<file path="src/source/sched_pkg.sv">
// widths, enums and packet structs shared by the issue scheduler
`default_nettype none

package sched_pkg;

  // data and address widths
  localparam int xlen_c           = 64;
  localparam int pc_width_c       = 39;
  localparam int instr_width_c    = 32;
  localparam int reg_addr_width_c = 5;

  // rs1 and rs2 fields of a RISC-V instruction
  localparam int rs1_lsb_c = 15;
  localparam int rs2_lsb_c = 20;

  typedef enum logic [1:0]
  {
    e_exc_none          = 2'd0,
    e_exc_access_fault  = 2'd1,
    e_exc_page_fault    = 2'd2,
    e_exc_illegal_instr = 2'd3
  } fetch_exc_e;

  typedef enum logic [2:0]
  {
    e_src_idle     = 3'd0,
    e_src_late_wb  = 3'd1,
    e_src_resume   = 3'd2,
    e_src_irq      = 3'd3,
    e_src_fe_instr = 3'd4,
    e_src_fe_exc   = 3'd5
  } dispatch_src_e;

  // one fetched entry, as written by the front end
  typedef struct packed
  {
    logic [pc_width_c-1:0]    pc;
    logic [instr_width_c-1:0] instr;
    fetch_exc_e               exc;
  } fe_entry_s;

  // integer and late writebacks share this layout
  typedef struct packed
  {
    logic                        w_v;
    logic [reg_addr_width_c-1:0] rd_addr;
    logic [xlen_c-1:0]           rd_data;
  } wb_pkt_s;

  typedef struct packed
  {
    logic                        v;
    dispatch_src_e               src;
    logic [pc_width_c-1:0]       pc;
    logic [instr_width_c-1:0]    instr;
    logic [xlen_c-1:0]           rs1;
    logic [xlen_c-1:0]           rs2;
    fetch_exc_e                  exc;
    // late writeback target
    logic [reg_addr_width_c-1:0] wb_rd_addr;
    logic                        wb_w_v;
  } dispatch_pkt_s;

endpackage

`default_nettype wire
</file>
<file path="src/source/sched_control.sv">
// dispatch source arbitration with late writeback yumi and queue pop
`timescale 1ns/1ps
`default_nettype none

module sched_control
  (input  logic                      head_v_i
   , input  sched_pkg::fetch_exc_e   head_exc_i

   , input  logic                    late_wb_v_i
   , input  logic                    late_wb_force_i
   , input  logic                    hazard_i
   , input  logic                    resume_i
   , input  logic                    irq_pending_i

   , output sched_pkg::dispatch_src_e src_o
   , output logic                    pop_o
   , output logic                    late_wb_yumi_o
   );

  import sched_pkg::*;

  logic queued;
  logic wb_v, resume_v, irq_v;

  // a held head never counts as queued
  assign queued = head_v_i & ~hazard_i;

  // late wb has no back-pressure, so force lets it jump the queue
  assign wb_v     = late_wb_v_i & (late_wb_force_i | ~queued);
  assign resume_v = ~late_wb_v_i & ~hazard_i & resume_i;
  assign irq_v    = ~late_wb_v_i & ~hazard_i & ~resume_i & irq_pending_i;

  always_comb
  begin
    if (wb_v)
      src_o = e_src_late_wb;
    else if (resume_v)
      src_o = e_src_resume;
    else if (irq_v)
      src_o = e_src_irq;
    else if (queued && (head_exc_i != e_exc_none))
      src_o = e_src_fe_exc;
    else if (queued)
      src_o = e_src_fe_instr;
    else
      src_o = e_src_idle;
  end

  assign pop_o          = (src_o == e_src_fe_instr) | (src_o == e_src_fe_exc);
  assign late_wb_yumi_o = wb_v;

endmodule

`default_nettype wire

</file>
<file path="config.mk">
export PLATFORM = sky130hd
export DESIGN_NAME = sched_control
export DESIGN_NICKNAME = d
export VERILOG_FILES = /design/src/source/sched_pkg.sv /design/src/source/sched_control.sv
export SDC_FILE = /design/constraint.sdc
export NUM_CORES = 1
export LEC_CHECK = 0
export BUFFER_PORTS_ARGS = -buffer_cell sky130_fd_sc_hd__buf_2
export CAP_MARGIN = 20
export CORE_AREA = 3 3 40 42
export DETAILED_ROUTE_END_ITERATION = 16
export DIE_AREA = 0 0 43 45
export SLEW_MARGIN = 20
export SYNTH_ARGS = -nofsm -noshare
export SYNTH_HDL_FRONTEND = slang
export SYNTH_SLANG_ARGS = --single-unit
</file>
<file path="constraint.sdc">
create_clock -name vclk -period 0.8
set_clock_uncertainty 0.05 [all_clocks]
set_input_delay 0.04 -clock vclk [all_inputs]
set_output_delay 0.04 -clock vclk [all_outputs]
set_load 0.02 [all_outputs]
</file>
# After elaboration in Yosys (flattened, before gate mapping)
# Cells that the tools add are included.
# classes
eq_ne	2
n_mux	5
n_bitwise	12
n_reduce_logical	2
# op_table
cell	n
$mux W3	5
$and A1 B1 Y1	6
$eq A3 B3 Y1 const B	2
$not A1 Y1	4
$or A1 B1 Y1	2
$reduce_bool A2 Y1	1
$logic_and A1 B1 Y1	1
# word_totals
register_bits	0
output_inout_bits	5
word_cells	21

# Depth between registers and ports, before layout
# depth
ltp_word	9
depth_mapped	3

# Worst setup path after synthesis
# OpenSTA, ideal clock, no wires.
# synth_timing
path_type	input-to-output
startpoint	in hazard_i
endpoint	out pop_o
arrival_ps	898
t_required_ps	710
slack_ps	-188
cell_stages	3
path_buffers	0
path_cell_list	nand2b_4 o21a_4 nor3_1
# synth_via
elab_cells_between_ends	18
classes_between	eq/ne (2); mux (5); bitwise (10); reduce/logical (1)
# synth_lines
element	line_no	text
from (decl)	sched_control.sv:11	, input logic hazard_i
$not A1 Y1 (*)	sched_control.sv:26	assign queued = head_v_i & ~hazard_i;
$and A1 B1 Y1 (*)	sched_control.sv:26	
$not A1 Y1 (*)	sched_control.sv:29	assign wb_v = late_wb_v_i & (late_wb_force_i | ~queued);
$or A1 B1 Y1 (*)	sched_control.sv:29	
$and A1 B1 Y1 (*)	sched_control.sv:29	
net late_wb_yumi_o	sched_control.sv:17	, output logic late_wb_yumi_o
$mux W3 (*)	sched_control.sv:35	if (wb_v)
$eq A3 B3 Y1	sched_control.sv:49	assign pop_o = (src_o == e_src_fe_instr) | (src_o == e_src_fe_exc);
$or A1 B1 Y1 (*)	sched_control.sv:49	
to (decl)	sched_control.sv:16	, output logic pop_o
# The timed path passes the listed nets; every way through them passes the cells marked *.

# Worst setup path after layout
# layout_timing
startpoint	in hazard_i
endpoint	out src_o[2]
# layout_via
elab_chain_cells	7
elab_cells_between_ends	15
classes_between	mux (5); bitwise (9); reduce/logical (1)
# layout_rtl
element	line_no	text
$not A1 Y1 (*)	sched_control.sv:26, sched_control.sv:30, sched_control.sv:31	
$and A1 B1 Y1, on equally long branches	sched_control.sv:26, sched_control.sv:30, sched_control.sv:31	
$mux W3, or another cell as far along	sched_control.sv:43	else if (queued)
$mux W3 or $and A1 B1 Y1 (tied branches)	sched_control.sv:41, sched_control.sv:31	
$mux W3	sched_control.sv:39	else if (irq_v)
$mux W3	sched_control.sv:37	else if (resume_v)
$mux W3 (*)	sched_control.sv:35	
to (decl)	sched_control.sv:15	, output sched_pkg::dispatch_src_e src_o
# Every way passes the cells marked *; elsewhere a longest branch is shown, timed or not.

==> parameters.txt <==
Parameter                              Value

STA
  Final period demand of the worst path    approximately 0.87 ns
  Share of the cycle needed by the critical path after routing    109%
  Fmax    1150 MHz
  Number of pins exceeding their max-slew limit in the final report    0
  RSZ-0062 raised after global routing    true
  Pin slew with the least headroom to its limit    between 0.2 and 0.25 ns
  Final worst setup slack    -0.0711 ns
  Final count of negative-setup-slack endpoints    3
  Slew HR    between 80% and 90%
  Final hold violations    0

Die
  Die Wd    43 um
  Area of the die    just under 2000 um^2
  Core ar.    approximately 1300 um^2
  Chip Height    around 45 um
  Core Rows    13
  Initial standard-cell utilization of the core    approximately 6.1%
  I/O pin count    13

CTS
  Number of buffers inserted for hold repair after clock tree synthesis    0

Global routing
  Final global-route overflow total    0
  Vias in the first global route    104
  Overall track demand over capacity in global routing    2.82%
  Initial antenna violation count    0
  Wire length of the first global-routing pass    between 400 and 500 um
  Maximum number of pins on one net before global-route repair    5

Final layout
  Layout Nets    37
  Final Instance Count excl. Fillers    between 40 and 50
  Number of flip-flops and latches    0
  Ratio of cells with drive above 1 in the final layout    77.8%
  Register area    0 um^2
  Syn-to-layout area delta    190%
  Number of antenna cells inserted    0
  Cell area after layout    about 230 um^2
  Clk_buf instances    0

Logic synthesis
  Number of nets produced by synthesis    20
  Multiplexer fraction of the synthesized cell area    0%
  Sequential area share after synthesis    0%
  Share of the synthesized area in compound gates (AO/OA/AOI/OAI)    about half
  Count of mapped cells out of synthesis    12
  Yosys warnings    0
  Synthesized-area fraction occupied by xor and xnor cells    0%
  Post-Syn Area    78.8 um^2
  Average size of a mapped cell    about 6.6 um^2
  Simple-gate share of the synthesized area    about 41%
  Fraction of synthesized cell area taken by the top area cell type    a little under a fifth
  Most area-consuming cells after synthesis    nor3_1 19%, o21a_4 19%, nand2b_4 17%, o21ai_0 13%, a21o_2 11%
  Combinational family with the most area after synthesis    compound AO/OA/AOI/OAI gates
  Count of distinct cell types in the synthesized netlist    8
  Yosys top cell by area    nor3_1
  Arithmetic-cell share of the synthesized area counting full adders, half adders and majority gates    0%

Detailed routing
  Final antenna-violating net count    0
  Routed Wire Length    about 330 um
  Total DRC errors in the routed layout    0
  Via Count    roughly 140
  Routed wire length per instance    around 7.8 um
  Drt first pass iters    1
  Iter 0 DRT Violations    0
  Post-DR vias/cell    between 3 and 4

Worst setup path
  Slowest cell on crit path    o21a_4
  CP top delay family    simple AND/OR/NAND/NOR gates
  Maximum fanout count along the critical path    4
  Crit path largest cell delay    0.21 ns
  Worst path buffer plus inverter count    2
  Cell-by-cell trace of the critical path    buf_6 -> nand2b_4 -> o21a_4 -> nor3_2 -> buf_4
  Critical setup path kind    input pin to primary output
  Kind of launch point of the worst setup path    input pin
  Crit. End Element    primary output
  Required time of the critical path    roughly 0.7 ns
  CP arrival    0.78 ns

Placed design
  Placer Congestion    between 0.7 and 0.8
  DP Cell Count    42
  Placed Area    between 150 and 200 um^2
  Post-placement worst setup slack    -0.120 ns
  Port Buf Inserts    13

Power
  Power per cell area    ~570 nW/um^2
  Static Leak    ~0.11 nW
  Power after layout    between 0.1 and 0.15 mW
  Highest ir drop seen on vdd    0.0774 mV

Outcome
  Run status    finished, violations left
  Failing checks    setup timing

Min path
  Worst min path class    input pin to primary output

Run
  Max-capacitance violation count    0
-- tightest hold or removal path, stage by stage --
cell and delay [ns]:
buf_2 0.14, nor3_4 0.07, buf_6 0.12
-- stage by stage --
step                util (%)  hold WS [ns]  setup TNS [ns]
finish                  17.8         0.360          -0.199
global route            17.8         0.386          -0.290
CTS                     17.3         0.385          -0.217
detailed placement      15.0         0.379          -0.383
global placement        15.0         0.377          -0.349
floorplan                  -        0.0944         -0.0648
-- routing by layer --
metal	track usage [%]	part of all wire, %	wire length [um]	up-vias
li1	-	-	-	73
met1	2.87	31	102	58
met2	4.79	38	123	12
met3	2.39	31	100	0
met4	0	0	0	0
met5	0	0	0	-
-- repair_timing --
action	4_1_cts	5_1_grt
gates cloned	0	0
pin swaps	0	1
resized for setup	7	2
endpoints found under the setup margin	4	4
setup buffers	0	0
-- where the power goes --
group	leakage, nW	internal, mW	switching (mW)	total [mW]
logic	0.112	0.0694	0.0622	0.132
registers	0	0	0	0
clock network	0	0	0	0
total	0.112	0.0694	0.0622	0.132
-- cell usage in the layout, fill, tap and decap left out --
cell,count
nor3_2,2
nand2b_4,1
a21oi_1,1
inv_1,2
a21o_4,1
o21ai_0,2
o21a_4,1
buf_2,8
buf_4,4
nor2_1,1
nor3_4,1
buf_6,3
-- kinds of logic after synthesis --
group	count (synthesis)
AND/OR/NAND/NOR	5
AO/OA/AOI/OAI	5
buffers and inverters	2
-- path summary, 6_finish.rpt --
path                         from        to  cells after the start  slack, ns
worst max-delay path     hazard_i  src_o[2]                      5      -0.07
worst min-delay path  late_wb_v_i  src_o[1]                      3       0.36
-- final cells by class --
type,count,area (um^2)
fillers,143,1060
repair buffers,15,104
well taps,15,18.8
inverters,2,7.51
multi-input cells,10,98.8
-- synthesized netlist by cell type --
| cell | number |
|---|---|
| a21o_2 | 1 |
| a21oi_1 | 1 |
| inv_1 | 2 |
| nand2b_4 | 1 |
| nor2_1 | 1 |
| nor3_1 | 3 |
| o21a_4 | 1 |
| o21ai_0 | 2 |
Note: power is estimated with default switching activity, not from simulation.
