## src/source/sched_pkg.sv

```systemverilog
// widths, enums and packet structs shared by the issue scheduler
`default_nettype none

package sched_pkg;

  // data and address widths
  localparam int xlen_c           = 64;
  localparam int pc_width_c       = 39;
  localparam int instr_width_c    = 32;
  localparam int reg_addr_width_c = 5;

  // rs1 and rs2 fields of a RISC-V instruction
  localparam int rs1_lsb_c = 15;
  localparam int rs2_lsb_c = 20;

  typedef enum logic [1:0]
  {
    e_exc_none          = 2'd0,
    e_exc_access_fault  = 2'd1,
    e_exc_page_fault    = 2'd2,
    e_exc_illegal_instr = 2'd3
  } fetch_exc_e;

  typedef enum logic [2:0]
  {
    e_src_idle     = 3'd0,
    e_src_late_wb  = 3'd1,
    e_src_resume   = 3'd2,
    e_src_irq      = 3'd3,
    e_src_fe_instr = 3'd4,
    e_src_fe_exc   = 3'd5
  } dispatch_src_e;

  // one fetched entry, as written by the front end
  typedef struct packed
  {
    logic [pc_width_c-1:0]    pc;
    logic [instr_width_c-1:0] instr;
    fetch_exc_e               exc;
  } fe_entry_s;

  // integer and late writebacks share this layout
  typedef struct packed
  {
    logic                        w_v;
    logic [reg_addr_width_c-1:0] rd_addr;
    logic [xlen_c-1:0]           rd_data;
  } wb_pkt_s;

  typedef struct packed
  {
    logic                        v;
    dispatch_src_e               src;
    logic [pc_width_c-1:0]       pc;
    logic [instr_width_c-1:0]    instr;
    logic [xlen_c-1:0]           rs1;
    logic [xlen_c-1:0]           rs2;
    fetch_exc_e                  exc;
    // late writeback target
    logic [reg_addr_width_c-1:0] wb_rd_addr;
    logic                        wb_w_v;
  } dispatch_pkt_s;

endpackage

`default_nettype wire
```

## src/source/issue_queue.sv

```systemverilog
// issue queue FIFO with valid/ready push, head output, pop and clear
`timescale 1ns/1ps
`default_nettype none

module issue_queue
  #(parameter int queue_depth_p = 4
   )
  (input  logic                clk_i
   , input  logic              rst_i

   , input  sched_pkg::fe_entry_s fe_entry_i
   , input  logic              fe_v_i
   , output logic              fe_ready_o

   , input  logic              pop_i
   , input  logic              clear_i

   , output logic              head_v_o
   , output sched_pkg::fe_entry_s head_o
   );

  import sched_pkg::*;

  localparam int ptr_width_lp = $clog2(queue_depth_p);
  localparam logic [ptr_width_lp:0] full_count_lp = (ptr_width_lp+1)'(queue_depth_p);

  fe_entry_s mem_q [queue_depth_p];

  logic [ptr_width_lp-1:0] wr_ptr_q, rd_ptr_q;
  logic [ptr_width_lp:0]   count_q;
  logic                    push, pop;

  assign fe_ready_o = (count_q != full_count_lp);
  assign head_v_o   = (count_q != '0);
  assign head_o     = mem_q[rd_ptr_q];

  // clear wins over both a push and a pop in the same cycle
  assign push = fe_v_i & fe_ready_o & ~clear_i;
  assign pop  = pop_i & head_v_o & ~clear_i;

  always_ff @(posedge clk_i)
  begin
    if (rst_i | clear_i)
    begin
      wr_ptr_q <= '0;
      rd_ptr_q <= '0;
      count_q  <= '0;
    end
    else
    begin
      if (push)
        wr_ptr_q <= wr_ptr_q + 1'b1;
      if (pop)
        rd_ptr_q <= rd_ptr_q + 1'b1;
      case ({push, pop})
        2'b10:   count_q <= count_q + 1'b1;
        2'b01:   count_q <= count_q - 1'b1;
        default: count_q <= count_q;
      endcase
    end
  end

  // storage only
  always_ff @(posedge clk_i)
  begin
    if (push)
      mem_q[wr_ptr_q] <= fe_entry_i;
  end

endmodule

`default_nettype wire

```

## config.mk

```make
export PLATFORM = sky130hd
export DESIGN_NAME = issue_queue
export DESIGN_NICKNAME = d
export VERILOG_FILES = /design/src/source/sched_pkg.sv /design/src/source/issue_queue.sv
export SDC_FILE = /design/constraint.sdc
export NUM_CORES = 1
export LEC_CHECK = 0
export BUFFER_PORTS_ARGS = -buffer_cell sky130_fd_sc_hd__buf_2
export CORE_MARGIN = 2
export CORE_UTILIZATION = 57
export CTS_CLUSTER_DIAMETER = 120
export CTS_CLUSTER_SIZE = 16
export DETAILED_ROUTE_END_ITERATION = 10
export PLACE_DENSITY = 0.81
export SETUP_SLACK_MARGIN = 0.05
export SLEW_MARGIN = 20
export SYNTH_ARGS = -nofsm -noshare
export SYNTH_HDL_FRONTEND = slang
export SYNTH_SLANG_ARGS = --single-unit
```

## constraint.sdc

```tcl
create_clock -name clk_i -period 3.2 [get_ports clk_i]
set_input_delay 0.48 -clock clk_i [delete_from_list [all_inputs] [get_ports clk_i]]
set_output_delay 0.48 -clock clk_i [all_outputs]
set_load 0.1 [all_outputs]
```

-- Word level (Yosys, flattened, before mapping)
Memory sizes are Yosys's and may differ from the RTL's. A register that Yosys moved wholly into a read port is not among the register bits.
Index checks and enable logic that the tools add are counted.
- bits in registers: 7
- bits in latches: 0
- RAM bits: 292
- memory bits (read-only): 0
- bits of input ports: 78
- output and inout port bits: 75
- word-level logic and storage cells: 24
- memories: 1
- add/subtract/negate cells: 4
- multipliers: 0
- div/mod/pow operators: 0
- magnitude comparators: 0
- equal/unequal tests: 3
- shifts and indexed selects: 0
- multiplexer cells: 5
- bitwise gates (word level): 6
- reductions and logical operators: 2
- memory list (name ; depth ; width ; read ports ; clocked after memory_dff ; wr ports ; RTL line ; text):
    mem_q ; 4 ; 73 ; 1 ; 1 ; 1 ; issue_queue.sv:27 ; fe_entry_s mem_q [queue_depth_p];
- operators with widths (kind ; number):
    $pmux 3 s2 ; 1
    $add 2x1->2 const B ; 2
    $and 1x1->1 ; 4
    $mux 2 ; 2
    $add 3x1->3 const B ; 1
    $ne 3x3->1 const B ; 1
    $reduce_bool 3->1 ; 1
    $sub 3x1->3 const B ; 1
    $eq 2x1->1 const B ; 1
    $eq 2x2->1 const B ; 1
    $mux 1 ; 2
    $reduce_bool 2->1 ; 1
    $not 1->1 ; 1
    $or 1x1->1 ; 1

-- Logic depth before layout (Yosys ltp)
Gate-level depths: netlist of run 1.
- depth after elaboration: 5
- mapped depth: 10
- depth with buffers taken out: 9

-- Least setup slack after synthesis of run 1
OpenSTA, ideal clock, no wires.
- kind: register to register
- start point: reg count_q[1]
- end point: reg count_q[2]
- setup time: 0.070 ns
- arrival: 2.344 ns
- required time: 3.130 ns
- setup slack: 0.785 ns
- cell stages (with the launch flop): 11
- buffers on the path: 1
- clock period less this slack: 2.415 ns
- cells stage by stage: dfxtp_1 > or3b_1 > buf_6 > and2_4 > inv_1 > ha_1 > inv_1 > fa_1 > xor2_1 > or3_2 > a21oi_1
- longest elaborated chain between the ends: 5
- elaborated cells on any way between the ends: 12
- those cells by class: add/sub: 2; eq/ne: 3; mux: 1; bitwise: 4; reduce/logical: 2
- ends and longest elaborated chain (item ; RTL line ; text):
    from (decl) ; issue_queue.sv:30 ; logic [ptr_width_lp:0] count_q;
    from (signal assigned) ; issue_queue.sv:56 ; 2'b10: count_q <= count_q + 1'b1;
    from (signal assigned) ; issue_queue.sv:57 ; 2'b01: count_q <= count_q - 1'b1;
    from (signal assigned) ; issue_queue.sv:58 ; default: count_q <= count_q;
    $ne 3x3->1 * ; issue_queue.sv:33 ; assign fe_ready_o = (count_q != full_count_lp);
    via fe_ready_o ; issue_queue.sv:13 ; , output logic fe_ready_o
    $and 1x1->1 * (2 in series) ; issue_queue.sv:38 ; assign push = fe_v_i & fe_ready_o & ~clear_i;
    $eq 2x1->1 or $eq 2x2->1 (tied branches) ; issue_queue.sv:55 ; case ({push, pop})
    $pmux 3 s2 or $reduce_bool 2->1 (tied branches) ; - ;
The timed path passes the listed nets; every way through them passes the cells marked *.
A chain may end at the register's enable or synchronous reset.

==> results.sh, run 1 <==
export IMPL_status="complete, no violations"
export IMPL_vias_per_cell=5.69
export IMPL_vias=4993
export IMPL_total_power_w=0.00742
export IMPL_required_ns=2.72
export IMPL_synth_top_cell_by_area="edfxtp_1"
export IMPL_synthAdderAreaFrac_pct=0.749
export IMPL_cts_sinks=301
export IMPL_syn_inst=439
export IMPL_routedWlPerCell_um=21.7
export IMPL_clockBufferDepth=3
export IMPL_muxShareOfSynthArea_pct=14.9
export IMPL_endpoint_kind="output port"
export IMPL_rows=50
export IMPL_max_freq_mhz=371
export IMPL_cp_max_fo=45
export IMPL_grt_pass1_vias=5389
export IMPL_overflow=0
export IMPL_holdBufCountCts=0
export IMPL_grt_usage_pct=19.1
export IMPL_p_leak_nw=4.19
export IMPL_syn_num_nets=523
export IMPL_setup_tns_ns=0
export IMPL_drc=0
export IMPL_start_kind="flop"
export IMPL_detail_route_antenna_nets=0
export IMPL_async_flop_share_pct=0
export IMPL_p_switching_w=0.00162
export IMPL_hold_viol=0
export IMPL_dp_hpwl_um=11900
export IMPL_synth_edf_count=292
export IMPL_maxCapViolCount=0
export IMPL_core_region_area_mm2=0.0188
export IMPL_ios=153
export IMPL_drtPass1Iterations=4
export IMPL_final_area_mm2=0.0128
export IMPL_drv_slew=0
export IMPL_grt_max_degree=46
export IMPL_cellPowerDensity_mw_per_mm2=580
export IMPL_path_clk_slew_ns=0.06
export IMPL_diodes=0
export IMPL_synth_top_family_by_area="multiplexers"
export IMPL_grt_setup_unrepaired="no"
export IMPL_wl_um=19100
export IMPL_h_tree_depth=1
export IMPL_relSlewSlack_pct=55.9
export IMPL_grt_pass1_wl_um=29300
export IMPL_yosysTopAreaCellShare_pct=79.5
export IMPL_vdd_drop_max_mv=0.532
export IMPL_port_buffers=152
export IMPL_fin_skew_ns=0.0169
export IMPL_cts_resized=0
export IMPL_synth_compound_area_share_pct=0.601
export IMPL_gp_congestion=0.739
export IMPL_synth_main_ff_cell="edfxtp_1"
export IMPL_die_h_um=143
export IMPL_cts_buffers=22
export IMPL_synth_xor_area_share_pct=0.159
export IMPL_synth_area_mm2=0.0110
export IMPL_cpPeakStageDelay_ns=0.63
export IMPL_worstPathArrival_ns=2.21
export IMPL_crit_type="flop to output port"
export IMPL_pwr_share_comb_pct=7.6
export IMPL_die_w_um=143
export IMPL_p_int_w=0.00580
export IMPL_synth_seq_cells=301
export IMPL_synth_warnings=0
export IMPL_final_nets=694
export IMPL_place_area_mm2=0.0122
export IMPL_power_frac_seq_pct=59.2
export IMPL_hold_class="input port to flop"
export IMPL_cts_root_buf="clkbuf_16"
export IMPL_die_area_mm2=0.0205
export IMPL_holdWs_ns=0.191
export IMPL_synth_area_per_cell_um2=25.1
export IMPL_crit_path_cell_trace="buf_12 > mux4_2 > buf_2"
export IMPL_synth_simple_area_share_pct=1.17
export IMPL_setup_viol=0
export IMPL_drtIter0Drc=424
export IMPL_cts_tree="yes"
export IMPL_drive_gt1_share_pct=44.2
export IMPL_crit_slowest_cell="dfxtp_4"
export IMPL_fin_crit_ns=2.69
export IMPL_clkPwrFrac_pct=33.2
export IMPL_antenna_found_initial=3
export IMPL_synth_area_top_cells="edfxtp_1 (80%), mux4_2 (15%), dfxtp_1 (1.6%), ha_1 (0.57%), buf_4 (0.48%)"
export IMPL_switching_share_pct=21.9
export IMPL_tightest_slew_ns=0.661
export IMPL_min_period_over_period_pct=84.2
export IMPL_area_growth_pct=16.1
export IMPL_ys_seq_area_share_pct=81.2
export IMPL_synth_distinct_cells=29
export IMPL_initial_utilization_pct=58.6
export IMPL_clk_latency_ns=0.51
export IMPL_cts_setup_buffers=0
==> worst max-delay path, delay by kind of cell, from the launching register on <==
kind                   cells  cell delay (ns)
multiplexers               1             0.26
flip-flops                 1             0.63
buffers and inverters      2             0.77
==> placed cells by master, fill, tap and decap left out, types with 3 or more instances in the layout <==
| cell | count |
|---|---|
| clkbuf_1 | 7 |
| a21oi_1 | 6 |
| clkbuf_16 | 23 |
| buf_2 | 152 |
| dfxtp_1 | 7 |
| ha_1 | 5 |
| o21ai_0 | 3 |
| nor2_1 | 5 |
| inv_1 | 7 |
| and3_4 | 4 |
| buf_4 | 7 |
| mux4_2 | 73 |
| edfxtp_1 | 292 |
| buf_12 | 6 |
==> routing by layer <==
metal  track usage [%]  up-vias  part of all wire [%]
met5                 0        -                  0.14
met4              4.06        4                   1.5
met3              4.09       29                   6.5
met2              33.6      186                    53
met1              25.0     2580                    39
li1                  -     2194                     -
==> stage by stage <==
stage                     worst slack, ns  cells  utilization [%]
final                               0.507    877             68.0
after global routing                0.419    877             68.0
after CTS                           0.445    877             68.0
after detailed placement            0.662    846             64.8
after global placement              0.806    846             64.8
after floorplan                     0.785    439                -
==> cells in the mapped netlist, types with 2 or more instances <==
| cell | count |
|---|---|
| edfxtp_1 | 292 |
| mux4_2 | 73 |
| dfxtp_1 | 9 |
| buf_2 | 8 |
| buf_4 | 7 |
| inv_1 | 7 |
| a21oi_1 | 6 |
| ha_1 | 5 |
| nor2_1 | 5 |
| and3_2 | 4 |
| o21ai_0 | 3 |
| or3_1 | 2 |
| xor2_1 | 2 |
==> logic make-up (layout without fill, tap and decap cells) <==
kind of cell               after synthesis  count (layout)
muxes                                   73              73
adders and majority gates                6               6
AOI/OAI and AO/OA                       11              11
xor gates and xnor gates                 2               2
DFF                                    301             301
buffers and inverters                   25             203
and+or+nand+nor                         21              21
==> final timing paths <==
check,from,to,slack (ns),cells past startpoint
setup / recovery,flop,head_o[50],0.51,3
hold / removal,fe_entry_i[17],mem_q[0][17],0.19,1
setup reg to reg,count_q[2],count_q[2],0.64,9
hold reg to reg,rd_ptr_q[1],flop,0.49,2
==> power groups by stage <==
stage               combinational, W  sequential (W)  clock (W)
floorplan                   0.000411         0.00448          0
global placement            0.000552         0.00447          0
detailed placement          0.000566         0.00448          0
CTS                         0.000568         0.00439    0.00253
global route                0.000588         0.00439    0.00267
finish                      0.000564         0.00439    0.00246
==> flip-flops by register name, summed over array words and instances, names as in the netlist, named ones only <==
register	count
wr_ptr_q	2
count_q	3
mem_q	292
rd_ptr_q	2
==> final cells by class <==
class	count	area [µm²]
timing repair buffer	165	933
clock buffer	30	602
inverter	7	26.3
clock inverter	1	5.00
tap	260	325
multi-input combinational	113	1950
sequential	301	8960
fill	1191	6030
No activity file was read; power rests on OpenSTA's default activity.
==> inputs of run 2 (changes only) <==
--- a/config.mk
+++ b/config.mk
@@ -5,6 +5,7 @@
 export SDC_FILE = /design/constraint.sdc
 export NUM_CORES = 1
 export LEC_CHECK = 0
+export ABC_AREA = 1
 export BUFFER_PORTS_ARGS = -buffer_cell sky130_fd_sc_hd__buf_2
 export CORE_MARGIN = 2
 export CORE_UTILIZATION = 57
==> constraint.sdc (replaced) <==
create_clock -name clk_i -period 2.6 [get_ports clk_i]
set_input_delay 0.39 -clock clk_i [delete_from_list [all_inputs] [get_ports clk_i]]
set_output_delay 0.39 -clock clk_i [all_outputs]
set_load 0.1 [all_outputs]
==> results.sh, run 2 <==
export IMPL_status="complete, no violations"
export IMPL_r2r_start="count_q[1]"
export IMPL_ios=153
export IMPL_vias=6934
export IMPL_final_area_mm2=0.0146
export IMPL_drtIter0Drc=477
export IMPL_syn_inst=780
export IMPL_drv_slew=0
export IMPL_min_period_over_period_pct=94.3
export IMPL_cp_max_fo=23
export IMPL_top_register="mem_q"
export IMPL_hp_start="fe_entry_i[54]"
export IMPL_yosysTopAreaCellShare_pct=77.4
export IMPL_largest_reg_flops=292
export IMPL_initial_utilization_pct=58.2
export IMPL_holdPathStages=1
export IMPL_synth_area_top_cells="edfxtp_1 (77%), nor2_1 (5.3%), o22ai_1 (4.0%), o21ai_0 (3.5%), o21ai_1 (3.0%)"
export IMPL_detail_route_antenna_nets=0
export IMPL_syn_num_nets=864
export IMPL_required_ns=2.21
export IMPL_crit_slowest_cell="dfxtp_4"
export IMPL_overflow=0
export IMPL_port_buffers=152
export IMPL_hold_class="input port to flop"
export IMPL_grt_setup_unrepaired="no"
export IMPL_routedWlPerCell_um=19.9
export IMPL_synth_edf_count=292
export IMPL_grt_max_degree=75
export IMPL_rows=51
export IMPL_cts_sinks=301
export IMPL_drc=0
export IMPL_synth_area_per_cell_um2=14.5
export IMPL_postLayoutCoreUtil_pct=75.0
export IMPL_cellPowerDensity_mw_per_mm2=650
export IMPL_yosys_cell_count_top_type="edfxtp_1"
export IMPL_synth_area_mm2=0.0113
export IMPL_synth_distinct_cells=19
export IMPL_setup_viol=0
export IMPL_dp_slack_ns=0.563
export IMPL_cpPeakStageDelay_ns=0.56
export IMPL_maxCapViolCount=0
export IMPL_setup_tns_ns=0
export IMPL_setup_ws_ns=0.149
export IMPL_die_h_um=145
export IMPL_grt_usage_pct=22.5
export IMPL_vdd_drop_max_mv=0.550
export IMPL_antenna_found_initial=5
export IMPL_dp_hpwl_um=14300
export IMPL_synth_common_cells="edfxtp_1 (292), nor2_1 (159), o21ai_0 (80)"
export IMPL_hold_end="mem_q[1][54]"
export IMPL_relSlewSlack_pct=65.1
export IMPL_start_kind="flop"
export IMPL_reg2reg_to="count_q[2]"
export IMPL_synth_warnings=0
export IMPL_die_w_um=145
export IMPL_clk_latency_ns=0.50
export IMPL_vias_per_cell=5.76
export IMPL_drtPass1Iterations=5
export IMPL_async_flop_share_pct=0
export IMPL_max_freq_mhz=408
export IMPL_core_region_area_mm2=0.0195
export IMPL_ys_seq_area_share_pct=79.0
export IMPL_die_area_mm2=0.0210
export IMPL_grt_pass1_vias=7123
export IMPL_hold_viol=0
export IMPL_endpoint_kind="output port"
export IMPL_total_power_w=0.00949
export IMPL_reg2reg_slack_ns=0.60
export IMPL_fin_crit_ns=2.45
export IMPL_crit_path_cell_trace="buf_4 > o21ai_0 > o22ai_2 > buf_12"
export IMPL_top_regs="mem_q: 292 flops, count_q: 3 flops"
export IMPL_tightest_slew_ns=0.524
export IMPL_gp_congestion=0.727
export IMPL_holdBufCountCts=0
export IMPL_final_nets=1013
export IMPL_area_growth_pct=28.7
export IMPL_fin_skew_ns=0.0110
export IMPL_clockBufferDepth=3
export IMPL_place_area_mm2=0.0139
export IMPL_cts_tree="yes"
export IMPL_drive_gt1_share_pct=29.8
export IMPL_final_cell_mix="edfxtp_1 (292), nor2_1 (155), buf_12 (81)"
export IMPL_worstPathArrival_ns=2.06
export IMPL_synth_main_ff_cell="edfxtp_1"
export IMPL_layout_commonest_cell="edfxtp_1"
export IMPL_synth_seq_cells=301
export IMPL_path_clk_slew_ns=0.07
export IMPL_r2r_cells=12
export IMPL_h_tree_depth=1
export IMPL_crit_type="flop to output port"
export IMPL_p_leak_nw=5.12
export IMPL_grt_pass1_wl_um=37400
export IMPL_cts_root_buf="clkbuf_16"
export IMPL_synth_top_cell_by_area="edfxtp_1"
export IMPL_wl_um=23900
export IMPL_cts_buffers=22
-- run 2: cell count changes after synthesis, moves of 11 or more --
cell      change
nand2_1      +18
clkbuf_1     +15
o22ai_1      +73
o21ai_0      +77
nor2_1      +154
buf_6        +12
o21ai_1      +67
mux4_2       -73
inv_1        +11
-- run 2: repair_timing --
item                       in CTS  in global routing
gates resized for setup         1                  0
setup buffers                   1                  0
setup endpoints to repair      17                  0
-- run 2: cell families after synthesis --
logic type | Yosys count | share of synthesized area, %
flops | 301 | 79.0
compound gates | 225 | 10.7
simple gates | 181 | 6.04
buf+inv | 67 | 3.52
fa+ha+maj | 6 | 0.729
-- run 2: layer usage --
metal | up-vias | global-route usage, % | share of wire [%] | wire length (µm)
met3 | 33 | 6.01 | 8.7 | 2070
met5 | - | 0 | 0.14 | 34
met4 | 6 | 4.16 | 1.4 | 336
met1 | 3425 | 29.0 | 39 | 9260
li1 | 3198 | - | - | -
met2 | 272 | 39.0 | 51 | 12200
-- run 2: where the power goes --
part	internal (W)	switching (W)
sequential	0.00539	0.0000195
combinational	0.000330	0.000679
clock	0.00160	0.00147
-- run 2: worst max-delay path by stage --
stage,startpoint,endpoint,cells past startpoint
CTS,flop,head_o[65],4
finish,flop,head_o[31],4
detailed placement,flop,head_o[42],4
global route,flop,head_o[65],4
floorplan,count_q[0],mem_q[0][0],4
global placement,flop,head_o[51],4
-- run 2: stage by stage --
stage	cells	hold slack [ns]
2_1_floorplan	780	0.457
3_3_place_gp	1169	0.473
3_5_place_dp	1169	0.475
4_1_cts	1201	0.0764
5_1_grt	1202	0.0813
6_report	1204	0.0958
-- run 2: area by class of cell --
class	count	area, µm²
sequential	301	8960
timing repair buffer	172	2130
inverter	20	77.6
antenna	3	7.51
clock inverter	1	5.00
fill	1100	4870
clock buffer	30	602
tap	265	332
multi-input combinational	412	2480
-- run 2: critical path, delay by kind of cell (launching register included) --
family                 cells  cell delay [ns]
DFF                        1             0.56
buffers and inverters      2             0.52
AOI/OAI and AO/OA          2             0.45
