File: src/source/sched_pkg.sv
// widths, enums and packet structs shared by the issue scheduler
`default_nettype none

package sched_pkg;

  // data and address widths
  localparam int xlen_c           = 64;
  localparam int pc_width_c       = 39;
  localparam int instr_width_c    = 32;
  localparam int reg_addr_width_c = 5;

  // rs1 and rs2 fields of a RISC-V instruction
  localparam int rs1_lsb_c = 15;
  localparam int rs2_lsb_c = 20;

  typedef enum logic [1:0]
  {
    e_exc_none          = 2'd0,
    e_exc_access_fault  = 2'd1,
    e_exc_page_fault    = 2'd2,
    e_exc_illegal_instr = 2'd3
  } fetch_exc_e;

  typedef enum logic [2:0]
  {
    e_src_idle     = 3'd0,
    e_src_late_wb  = 3'd1,
    e_src_resume   = 3'd2,
    e_src_irq      = 3'd3,
    e_src_fe_instr = 3'd4,
    e_src_fe_exc   = 3'd5
  } dispatch_src_e;

  // one fetched entry, as written by the front end
  typedef struct packed
  {
    logic [pc_width_c-1:0]    pc;
    logic [instr_width_c-1:0] instr;
    fetch_exc_e               exc;
  } fe_entry_s;

  // integer and late writebacks share this layout
  typedef struct packed
  {
    logic                        w_v;
    logic [reg_addr_width_c-1:0] rd_addr;
    logic [xlen_c-1:0]           rd_data;
  } wb_pkt_s;

  typedef struct packed
  {
    logic                        v;
    dispatch_src_e               src;
    logic [pc_width_c-1:0]       pc;
    logic [instr_width_c-1:0]    instr;
    logic [xlen_c-1:0]           rs1;
    logic [xlen_c-1:0]           rs2;
    fetch_exc_e                  exc;
    // late writeback target
    logic [reg_addr_width_c-1:0] wb_rd_addr;
    logic                        wb_w_v;
  } dispatch_pkt_s;

endpackage

`default_nettype wire
File: src/source/dispatch_former.sv
// dispatch packet assembly and source register address extraction
`timescale 1ns/1ps
`default_nettype none

module dispatch_former
  (input  sched_pkg::dispatch_src_e               src_i
   , input  sched_pkg::fe_entry_s                 head_i
   , input  sched_pkg::wb_pkt_s                   late_wb_i

   , input  logic [sched_pkg::xlen_c-1:0]         rs1_data_i
   , input  logic [sched_pkg::xlen_c-1:0]         rs2_data_i
   , output logic [sched_pkg::reg_addr_width_c-1:0] rs1_addr_o
   , output logic [sched_pkg::reg_addr_width_c-1:0] rs2_addr_o

   , output sched_pkg::dispatch_pkt_s             dispatch_pkt_o
   );

  import sched_pkg::*;

  // operands are read for whatever sits at the head
  assign rs1_addr_o = head_i.instr[rs1_lsb_c +: reg_addr_width_c];
  assign rs2_addr_o = head_i.instr[rs2_lsb_c +: reg_addr_width_c];

  always_comb
  begin
    dispatch_pkt_o     = '0;
    dispatch_pkt_o.v   = (src_i != e_src_idle);
    dispatch_pkt_o.src = src_i;

    case (src_i)
      e_src_fe_instr:
      begin
        dispatch_pkt_o.pc    = head_i.pc;
        dispatch_pkt_o.instr = head_i.instr;
        dispatch_pkt_o.rs1   = rs1_data_i;
        dispatch_pkt_o.rs2   = rs2_data_i;
      end
      e_src_fe_exc:
      begin
        dispatch_pkt_o.pc    = head_i.pc;
        dispatch_pkt_o.instr = head_i.instr;
        dispatch_pkt_o.exc   = head_i.exc;
      end
      e_src_late_wb:
      begin
        dispatch_pkt_o.wb_rd_addr = late_wb_i.rd_addr;
        dispatch_pkt_o.wb_w_v     = late_wb_i.w_v;
        // wb data rides in the rs1 slot
        dispatch_pkt_o.rs1        = late_wb_i.rd_data;
      end
      // resume, irq and idle carry nothing else
      default:
      begin
      end
    endcase
  end

endmodule

`default_nettype wire

File: config.mk
export PLATFORM = sky130hd
export DESIGN_NAME = dispatch_former
export DESIGN_NICKNAME = d
export VERILOG_FILES = /design/src/source/sched_pkg.sv /design/src/source/dispatch_former.sv
export SDC_FILE = /design/constraint.sdc
export NUM_CORES = 1
export LEC_CHECK = 0
export BUFFER_PORTS_ARGS = -buffer_cell sky130_fd_sc_hd__clkbuf_2
export CORE_AREA = 2 2 195 197
export DETAILED_ROUTE_END_ITERATION = 7
export DIE_AREA = 0 0 197 199
export GPL_TIMING_DRIVEN = 0
export PLACE_DENSITY_LB_ADDON = 0.05
export SYNTH_ARGS = -nofsm -noshare
export SYNTH_HDL_FRONTEND = slang
export SYNTH_SLANG_ARGS = --single-unit
File: constraint.sdc
create_clock -name vclk -period 1
set_input_delay 0.1 -clock vclk [all_inputs]
set_output_delay 0.1 -clock vclk [all_outputs]
set_load 0.01 [all_outputs]
Yosys cells after proc, flatten, opt, wreduce, memory -nomap -nowiden

Index checks and enable logic that the tools add are counted.

Equality and inequality tests: 3
Muxes and demuxes: 5
Reductions and logical operators: 2

Operator list:

| cell                 | number |
|---|---|
| $pmux W64 S2         | 1 |
| $mux W71             | 1 |
| $mux W64             | 1 |
| $eq A3 B3 Y1 const B | 2 |
| $mux W6              | 1 |
| $eq A3 B1 Y1 const B | 1 |
| $reduce_bool A3 Y1   | 1 |
| $mux W2              | 1 |
| $reduce_or A2 Y1     | 1 |

Bits in registers: 0
Input port bits: 274
Output and inout port bits: 221
Word-level logic and storage cells: 10

Logic depth before layout (Yosys ltp)

Gate-level depths: netlist (run 1).

Word-level depth: 3
Gate-level depth with buffers: 5
Mapped depth without buffers: 2

Least setup slack after synthesis (run 1)

Ideal clock, no wire load.

Path type: in2out
From: in src_i[1]
To: out dispatch_pkt_o[100] (netlist bit)
Arrival: 0.948 ns
Data required time: 0.900 ns
Slack: -0.048 ns
Stages on the path: 4
Path buffers: 3
Path through: buf_6 > buf_6 > clkbuf_1 > o32ai_1

RTL lines:

| what            | line                  | RTL |
|---|---|---|
| start, declared | dispatch_former.sv:6  | `(input sched_pkg::dispatch_src_e src_i` |
| end, declared   | dispatch_former.sv:15 | `, output sched_pkg::dispatch_pkt_s dispatch_pkt_o` |

==> run summary, run 1 <==
status: finished, violations left
failing checks: negative setup slack
syn_nets: 671
unrepaired setup endpoints after global routing: yes
largest cells by area after synthesis: and2_1 (36%), o32ai_1 (23%), nand2b_1 (17%), inv_1 (9.8%), buf_4 (4.0%)
die span in x: 197 um
core area: 0.03713 mm^2
PwrDens: 362.7 mW/mm^2
critical path capture point type: output port
grt ovf: 0
Synth Area in Simple Gates: 55.26%
Peak supply drop: 0.0001073 V
initial core utilization: 6.604%
Worst Tran Pin Value: 367.5 ps
Max-Slew Margin vs Limit: 75.50%
First DRT Iteration DRCs: 92
CP Data Required Time: 900 ps
mux cell area share after synthesis: 0%
commonest cells after routing, fill and taps aside: clkbuf_2 (331), buf_2 (84), and2_4 (80)
fmax: 0.8160 GHz
placed cell count: 1365
Synth Area in Adders: 0%
min Tclk post-route: 1225 ps
routed wire length: 23.30 mm
Post-Syn Area per Cell: 6.177 um^2
Arr. time, crit path: 1130 ps
Finished Layout Cells: 1400
fin nets: 1201
post-DP HPWL: 19.08 mm
Final GP Congestion: 0.7744
Synth cell types: 15
worst setup path category: in -> out
Compound-Gate Fraction of Synth Area: 22.86%
via count: 4810
Rows: 71
CP Max Fanout: 6
sequential area share after synthesis: 0%
Die Y: 199 um
commonest non-fill, non-tap cell in the layout: clkbuf_2
Setup violations, final: 206
max-cap viol count: 0
Final Cycle Share: 122.5%
largest net degree at the start of global routing: 11
initial antenna violation count: 0
Fillers: 4232
path type of the worst min-delay path: in -> out
post-synthesis cell count: 397
end-of-flow core utilization: 21.23%
post-route ant nets: 0
vias per cell: 3.436
mapped cell area: 0.002452 mm^2
yosys warns: 0
first-pass GRT wire length: 30.68 mm
layout cell share with drive strength beyond 1: 79.14%
share of the synthesized area in the top cell type: 35.97%
Total GRT Usage: 10.45%
fin worst setup slack: -225.5 ps
post-place setup slack: -671.7 ps
DR pass1 iterations: 4
I/O Pins: 495
drc violations: 0
crit start category: primary input
die area: 0.03920 mm^2
register area: 0 um^2
Hold Buf Count CTS: 0
top cell type by total area after synthesis: and2_1
Slew Limit Fails: 0
DR WL/cell: 16.64 um
main combinational cell family by area after synthesis: simple AND/OR/NAND/NOR gates
clock buffer count: 0
vias in the first global route: 4857
leakage: 0.004214 uW
worst hold margin: 388.1 ps
Area Growth Syn to Fin: 221.5%
FFs & Latches: 0
port buffer count: 494
post-synthesis xor/xnor area fraction: 0%
Pwr Total: 2860 uW
Hold Violations, Final: 0
[Yosys cell counts, drive strengths merged]
cell type  number
and2          141
and2b           1
and3            2
buf            30
clkbuf         25
inv            64
nand2b         66
nor2b           1
nor3b           2
o32ai          64
or3             1
[metrics by stage]
| stage | instance area [um^2] | TNS (ps) |
|---|---|---|
| 5_1_grt | 7883 | -37210 |
| 6_report | 7885 | -29130 |
| 4_1_cts | 7032 | -36180 |
| 2_1_floorplan | 2467 | -2928 |
| 3_5_place_dp | 5533 | -103770 |
| 3_3_place_gp | 5533 | -103210 |
[timing repair]
action / in CTS / in global routing
resized for setup: 247 / 313
pin swaps: 34 / 42
buffers inserted: 13 / 5
endpoints found under the setup margin: 207 / 207
cloned: 11 / 6
[final cells by class]
type | instances | area, um^2 | share of cell area (%)
multi-input cells | 280 | 2806 | 35.59
plain buffers | 55 | 684.4 | 8.680
well taps | 474 | 593.1 | 7.521
inverters | 64 | 240.2 | 3.047
repair buffers | 526 | 3558 | 45.13
diodes | 1 | 2.502 | 0.03174
[worst max-delay path: stages]
cell,delay [ps]
clkbuf_16,130
nand2b_4,160
buf_12,150
buf_12,140
o32ai_4,220
clkbuf_8,200
[final timing paths]
check	startpoint	end	slack (ps)	cells after the start
worst min-delay path	src_i[1]	dispatch_pkt_o[208]	390	2
worst max-delay path	src_i[2]	dispatch_pkt_o[72]	-230	6
[where the power goes]
| group | switching [uW] | total, uW | internal, uW |
|---|---|---|---|
| clock | 0 | 0.000131 | 0.000131 |
| sequential | 0 | 0 | 0 |
| combinational | 1230 | 2860 | 1630 |
| total | 1230 | 2860 | 1630 |
[logic make-up after synthesis]
kind of cell | after synthesis
buf+inv | 119
compound gates | 64
simple gates | 214
[per-layer routing]
metal,GRT usage (%),wire (um),up-vias
met3,1.916,1513,16
met4,1.671,378,0
met5,0,0,-
li1,-,-,2340
met1,10.78,8085,2218
met2,21.79,13320,236
Power figures use the tool's default switching activity.
==> inputs of run 2 (changes only) <==
PLACE_DENSITY_LB_ADDON = unset   (was 0.05)
==> run 2 against run 1 <==
Net effect: the run still ends with negative setup slack left; power decreased by 15%; die area unchanged; clock-buffer cell count unchanged; final area decreased by 13%; cell count decreased by 1.7%; via count decreased by 1.8%; combinational power decreased by 15%; highest routed layer is now met5.
==> run summary, run 2 (synthesis results as in run 1) <==
status: finished, violations left
failing checks: negative setup slack
routed wire length: 20.70 mm (-11%)
Rows: 71 (unchanged)
Slew Limit Fails: 0 (unchanged)
crit start category: primary input
path type of the worst min-delay path: in -> out
PwrDens: 356.7 mW/mm^2 (-1.7%)
max-cap viol count: 0 (unchanged)
first-pass GRT wire length: 26.45 mm (-14%)
Setup violations, final: 205 (-0.49%)
grt ovf: 0 (unchanged)
commonest cells after routing, fill and taps aside: clkbuf_2 (410), and2_1 (116), nand2b_1 (65)
commonest non-fill, non-tap cell in the layout: clkbuf_2
fin worst setup slack: -258.3 ps (-32.81 ps)
largest net degree at the start of global routing: 11 (unchanged)
die span in x: 197 um (unchanged)
Hold Buf Count CTS: 0 (unchanged)
combinational share of power: 100.0% (about the same)
vias in the first global route: 4201 (-14%)
worst setup path category: in -> out
min Tclk post-route: 1258 ps (+32.81 ps)
register area: 0 um^2 (unchanged)
Seq pwr share: 0% (unchanged)
Pint: 1265 uW (-22%)
CP Data Required Time: 900 ps (about the same)
Arr. time, crit path: 1160 ps (+30 ps)
Worst Tran Pin Value: 486.8 ps (+119.3 ps)
layout cell share with drive strength beyond 1: 71.68% (-7.5 points)
DR pass1 iterations: 4 (unchanged)
Peak supply drop: 0.0001548 V (+44%)
Clk pwr share: 0% (unchanged)
vias per cell: 3.432 (about the same)
Final GP Congestion: 0.8802 (+14%)
Max-Slew Margin vs Limit: 67.55% (-8.0 points)
core area: 0.03713 mm^2 (unchanged)
port buffer count: 494 (unchanged)
CP Max Fanout: 10 (+4)
Final Cycle Share: 125.8% (+3.3 points)
Die Y: 199 um (unchanged)
post-place setup slack: -788.2 ps (-116.5 ps)
setup_tns: -31850 ps (-2725 ps)
via count: 4723 (-1.8%)
net switching power: 1175 uW (-4.6%)
First DRT Iteration DRCs: 148 (+61%)
worst hold margin: 390.2 ps (+2.093 ps)
Sw Ratio: 48.15% (+5.1 points)
clock buffer count: 0 (unchanged)
FFs & Latches: 0 (unchanged)
die area: 0.03920 mm^2 (unchanged)
initial antenna violation count: 5 (+5)
post-DP HPWL: 17.72 mm (-7.1%)
Pwr Total: 2439 uW (-15%)
critical path capture point type: output port
leakage: 0.003748 uW (-11%)
drc violations: 0 (unchanged)
unrepaired setup endpoints after global routing: yes
Hold Violations, Final: 0 (unchanged)
I/O Pins: 495 (unchanged)
fin nets: 1173 (-2.3%)
Total GRT Usage: 8.916% (-1.5 points)
fmax: 0.7947 GHz (-2.6%)
Area Growth Syn to Fin: 178.9%
post-route ant nets: 0 (unchanged)
initial core utilization: 6.604% (unchanged)
DR WL/cell: 15.05 um (-9.6%)
[run 2: worst paths after layout]
check | slack, ps | from | end | depth (start not counted)
setup / recovery | -260 | src_i[2] | dispatch_pkt_o[115] | 6
hold / removal | 390 | src_i[1] | dispatch_pkt_o[208] | 2
[run 2: layer usage]
layer / global-route usage [%] / vias up / part of all wire, %
met5: 1.277 / - / 0.31
met4: 1.671 / 2 / 1.7
met3: 1.848 / 15 / 7.0
met2: 14.83 / 220 / 48
met1: 11.83 / 2202 / 43
li1: - / 2284 / -
[run 2: layout make-up]
| cell class | instances | area [um^2] |
|---|---|---|
| Inverter | 64 | 240.2 |
| Fill cell | 4179 | 30290 |
| Multi-Input combinational cell | 278 | 2625 |
| Tap cell | 474 | 593.1 |
| Antenna cell | 5 | 12.51 |
| Timing Repair Buffer | 500 | 2751 |
| Buffer | 55 | 616.8 |
[run 2: critical path, stage by stage]
cell and delay (ps):
clkbuf_16 140, nand2b_4 150, buf_12 150, buf_6 160, o32ai_1 250, buf_2 190
[run 2: stage by stage]
step / instance area (um^2) / util [%] / cells
after floorplan: 2467 / - / 397
after global placement: 5533 / 14.90 / 1365
after detailed placement: 5533 / 14.90 / 1365
after CTS: 6496 / 17.49 / 1370
after global routing: 6837 / 18.41 / 1375
final: 6839 / 18.42 / 1376
[run 2: power by group through the flow]
stage | clock network, uW | logic, uW | registers [uW]
after floorplan | 0 | 809 | 0
after global placement | 0 | 1890 | 0
after detailed placement | 0 | 1900 | 0
after CTS | 0 | 2300 | 0
after global routing | 0.000535 | 2610 | 0
final | 0.000670 | 2440 | 0
[run 2: timing repair]
action	4_1_cts	5_1_grt
cloned	1	1
pin swaps	1	2
setup buffers	4	0
gates resized for setup	183	144
setup endpoints to repair	207	207
==> inputs of run 3 (changes only) <==
ABC_AREA = 1   (was unset)
CORE_AREA = 2 2 190 192   (was 2 2 195 197)
DIE_AREA = 0 0 192 194   (was 0 0 197 199)
GPL_TIMING_DRIVEN = unset   (was 0)
==> run 3 against run 2 <==
Net effect: the run still ends with negative setup slack left; die area shrank 5.0%; clock-buffer cell count is the same; core utilization grew 2.1 points; fmax is essentially flat; largest cell class unchanged.
==> run summary, run 3 <==
fin worst setup slack: -257.7 ps (+0.6170 ps)
I/O Pins: 495 (unchanged)
Pwr Total: 2584 uW (+5.9%)
WHS Path Cells: 2 (unchanged)
register area: 0 um^2 (unchanged)
worst setup path category: in -> out
fin area: 0.007231 mm^2 (+5.7%)
CP Max Fanout: 9 (-1)
largest net degree at the start of global routing: 41 (+30)
Fillers: 3952 (-5.4%)
First DRT Iteration DRCs: 194 (+31%)
crit start category: primary input
leakage: 0.004481 uW (+20%)
post-route ant nets: 0 (unchanged)
main combinational cell family by area after synthesis: buffers and inverters
routed wire length: 22.84 mm (+10%)
vias per cell: 3.561 (+3.7%)
via count: 5366 (+14%)
Synth cell types: 12 (-3)
yosys warns: 0 (unchanged)
die span in x: 192 um (-2.5%)
Worst Setup SP: src_i[1]
status: finished, violations left
Compound-Gate Fraction of Synth Area: 28.56% (+5.7 points)
share of the synthesized area in the top cell type: 33.16% (-2.8 points)
Post-Syn Area per Cell: 4.382 um^2 (-29%)
Peak supply drop: 0.0002127 V (+37%)
count leader, synth: inv_1
initial core utilization: 6.717% (+0.11 points)
worst hold margin: 404.4 ps (+14.21 ps)
Hold Buf Count CTS: 0 (unchanged)
failing checks: negative setup slack
Final GP Congestion: 0.8011 (-9.0%)
Setup violations, final: 208 (+1.5%)
min Tclk post-route: 1258 ps (-0.6170 ps)
grt ovf: 0 (unchanged)
Hold Violations, Final: 0 (unchanged)
initial antenna violation count: 1 (-4)
drc violations: 0 (unchanged)
CP Data Required Time: 900 ps (about the same)
Worst Tran Pin Value: 273.0 ps (-213.8 ps)
post-synthesis cell count: 540 (+36%)
layout cell share with drive strength beyond 1: 66.83% (-4.9 points)
Finished Layout Cells: 1507 (+9.5%)
end-of-flow core utilization: 20.53% (+2.1 points)
commonest cells after routing, fill and taps aside: clkbuf_2 (389), inv_1 (207), buf_2 (77)
clock buffer count: 0 (unchanged)
Final Cycle Share: 125.8% (about the same)
fin nets: 1322 (+13%)
Area Growth Syn to Fin: 205.6%
fmax: 0.7951 GHz (about the same)
post-synthesis xor/xnor area fraction: 0% (unchanged)
top cell type by total area after synthesis: inv_1
DR WL/cell: 15.15 um (+0.72%)
mapped cell area: 0.002366 mm^2 (-3.5%)
unrepaired setup endpoints after global routing: yes
Antenna Cells: 0 (-5)
vias in the first global route: 5016 (+19%)
path type of the worst min-delay path: in -> out
Die Y: 194 um (-2.5%)
Arr. time, crit path: 1160 ps (about the same)
FFs & Latches: 0 (unchanged)
PwrDens: 357.3 mW/mm^2 (+0.17%)
Synth Area in Adders: 0% (unchanged)
sequential area share after synthesis: 0% (unchanged)
Rows: 69 (-2.8%)
core area: 0.03522 mm^2 (-5.1%)
commonest non-fill, non-tap cell in the layout: clkbuf_2
Total GRT Usage: 10.25% (+1.3 points)
critical path capture point type: output port
port buffer count: 495 (+0.20%)
DR pass1 iterations: 4 (unchanged)
placed instance area: 0.005449 mm^2 (-1.5%)
Synth Area in Simple Gates: 26.07% (-29 points)
hold_sp: head_i[26]
placed cell count: 1469 (+7.6%)
Max-Slew Margin vs Limit: 81.80% (+14 points)
first-pass GRT wire length: 28.81 mm (+8.9%)
max-cap viol count: 0 (unchanged)
syn_nets: 814 (+21%)
post-DP HPWL: 16.24 mm (-8.4%)
Slew Limit Fails: 0 (unchanged)
largest cells by area after synthesis: inv_1 (33%), a21oi_1 (15%), nand3_1 (14%), o21ai_0 (14%), nor2_1 (11%)
mux cell area share after synthesis: 0% (unchanged)
die area: 0.03725 mm^2 (-5.0%)
commonest cells in the netlist: inv_1 (209), nor2_1 (72), a21oi_1 (71)
==> run 3: cell types whose count changed after synthesis, sizes merged, moves of 14 or more <==
cell and delta:
buf +14, clkbuf -14, a21oi +71, nor2 +73, and2 -141, inv +145
o32ai -64, o21ai +64, nand3 +66, nand2b -66
==> run 3: area by class of cell <==
type	instances	area [um^2]	area share [%]
well taps	461	576.8	7.977
multi-input cells	276	2053	28.40
repair buffers	561	3804	52.60
inverters	209	797.0	11.02
==> run 3: critical path, stage by stage <==
cell and delay [ps]:
clkbuf_16 140, nor2_4 150, nand2_4 120, buf_12 180
clkbuf_16 180, a21oi_2 130, buf_2 140
==> run 3: cells by family (layout without fill, tap and decap cells) <==
logic type / count (synthesis) / in the layout
buffers and inverters: 264 / 770
and+or+nand+nor: 141 / 141
AOI/OAI and AO/OA: 135 / 135
==> run 3: power breakdown <==
group / internal (uW) / switching (uW)
logic: 1270 / 1320
registers: 0 / 0
clock network: 0 / 0
total: 1270 / 1320
==> run 3: layer usage <==
layer / part of all wire (%) / global-route usage [%] / vias up
li1: - / - / 2592
met3: 7.6 / 1.357 / 20
met5: 0.057 / 0 / -
met4: 1.6 / 1.894 / 2
met2: 53 / 20.38 / 320
met1: 38 / 11.41 / 2432
==> run 3: final timing paths <==
kind / endpoint / slack [ps]
worst max-delay path: dispatch_pkt_o[140] / -260
worst min-delay path: rs2_addr_o[4] / 400
==> run 3: per-stage QoR <==
stage / setup TNS, ps / setup WS [ps]
after global placement: -33740 / -381.1
after global routing: -50700 / -345.1
after floorplan: 0 / 64.05
final: -33620 / -257.7
after CTS: -36180 / -236.9
after detailed placement: -37630 / -428.9
==> run 3: what timing repair did <==
item	in CTS	in global routing
cloned	12	10
endpoints found under the setup margin	207	208
buffers inserted	12	7
resized for setup	151	235
pin swaps	4	4
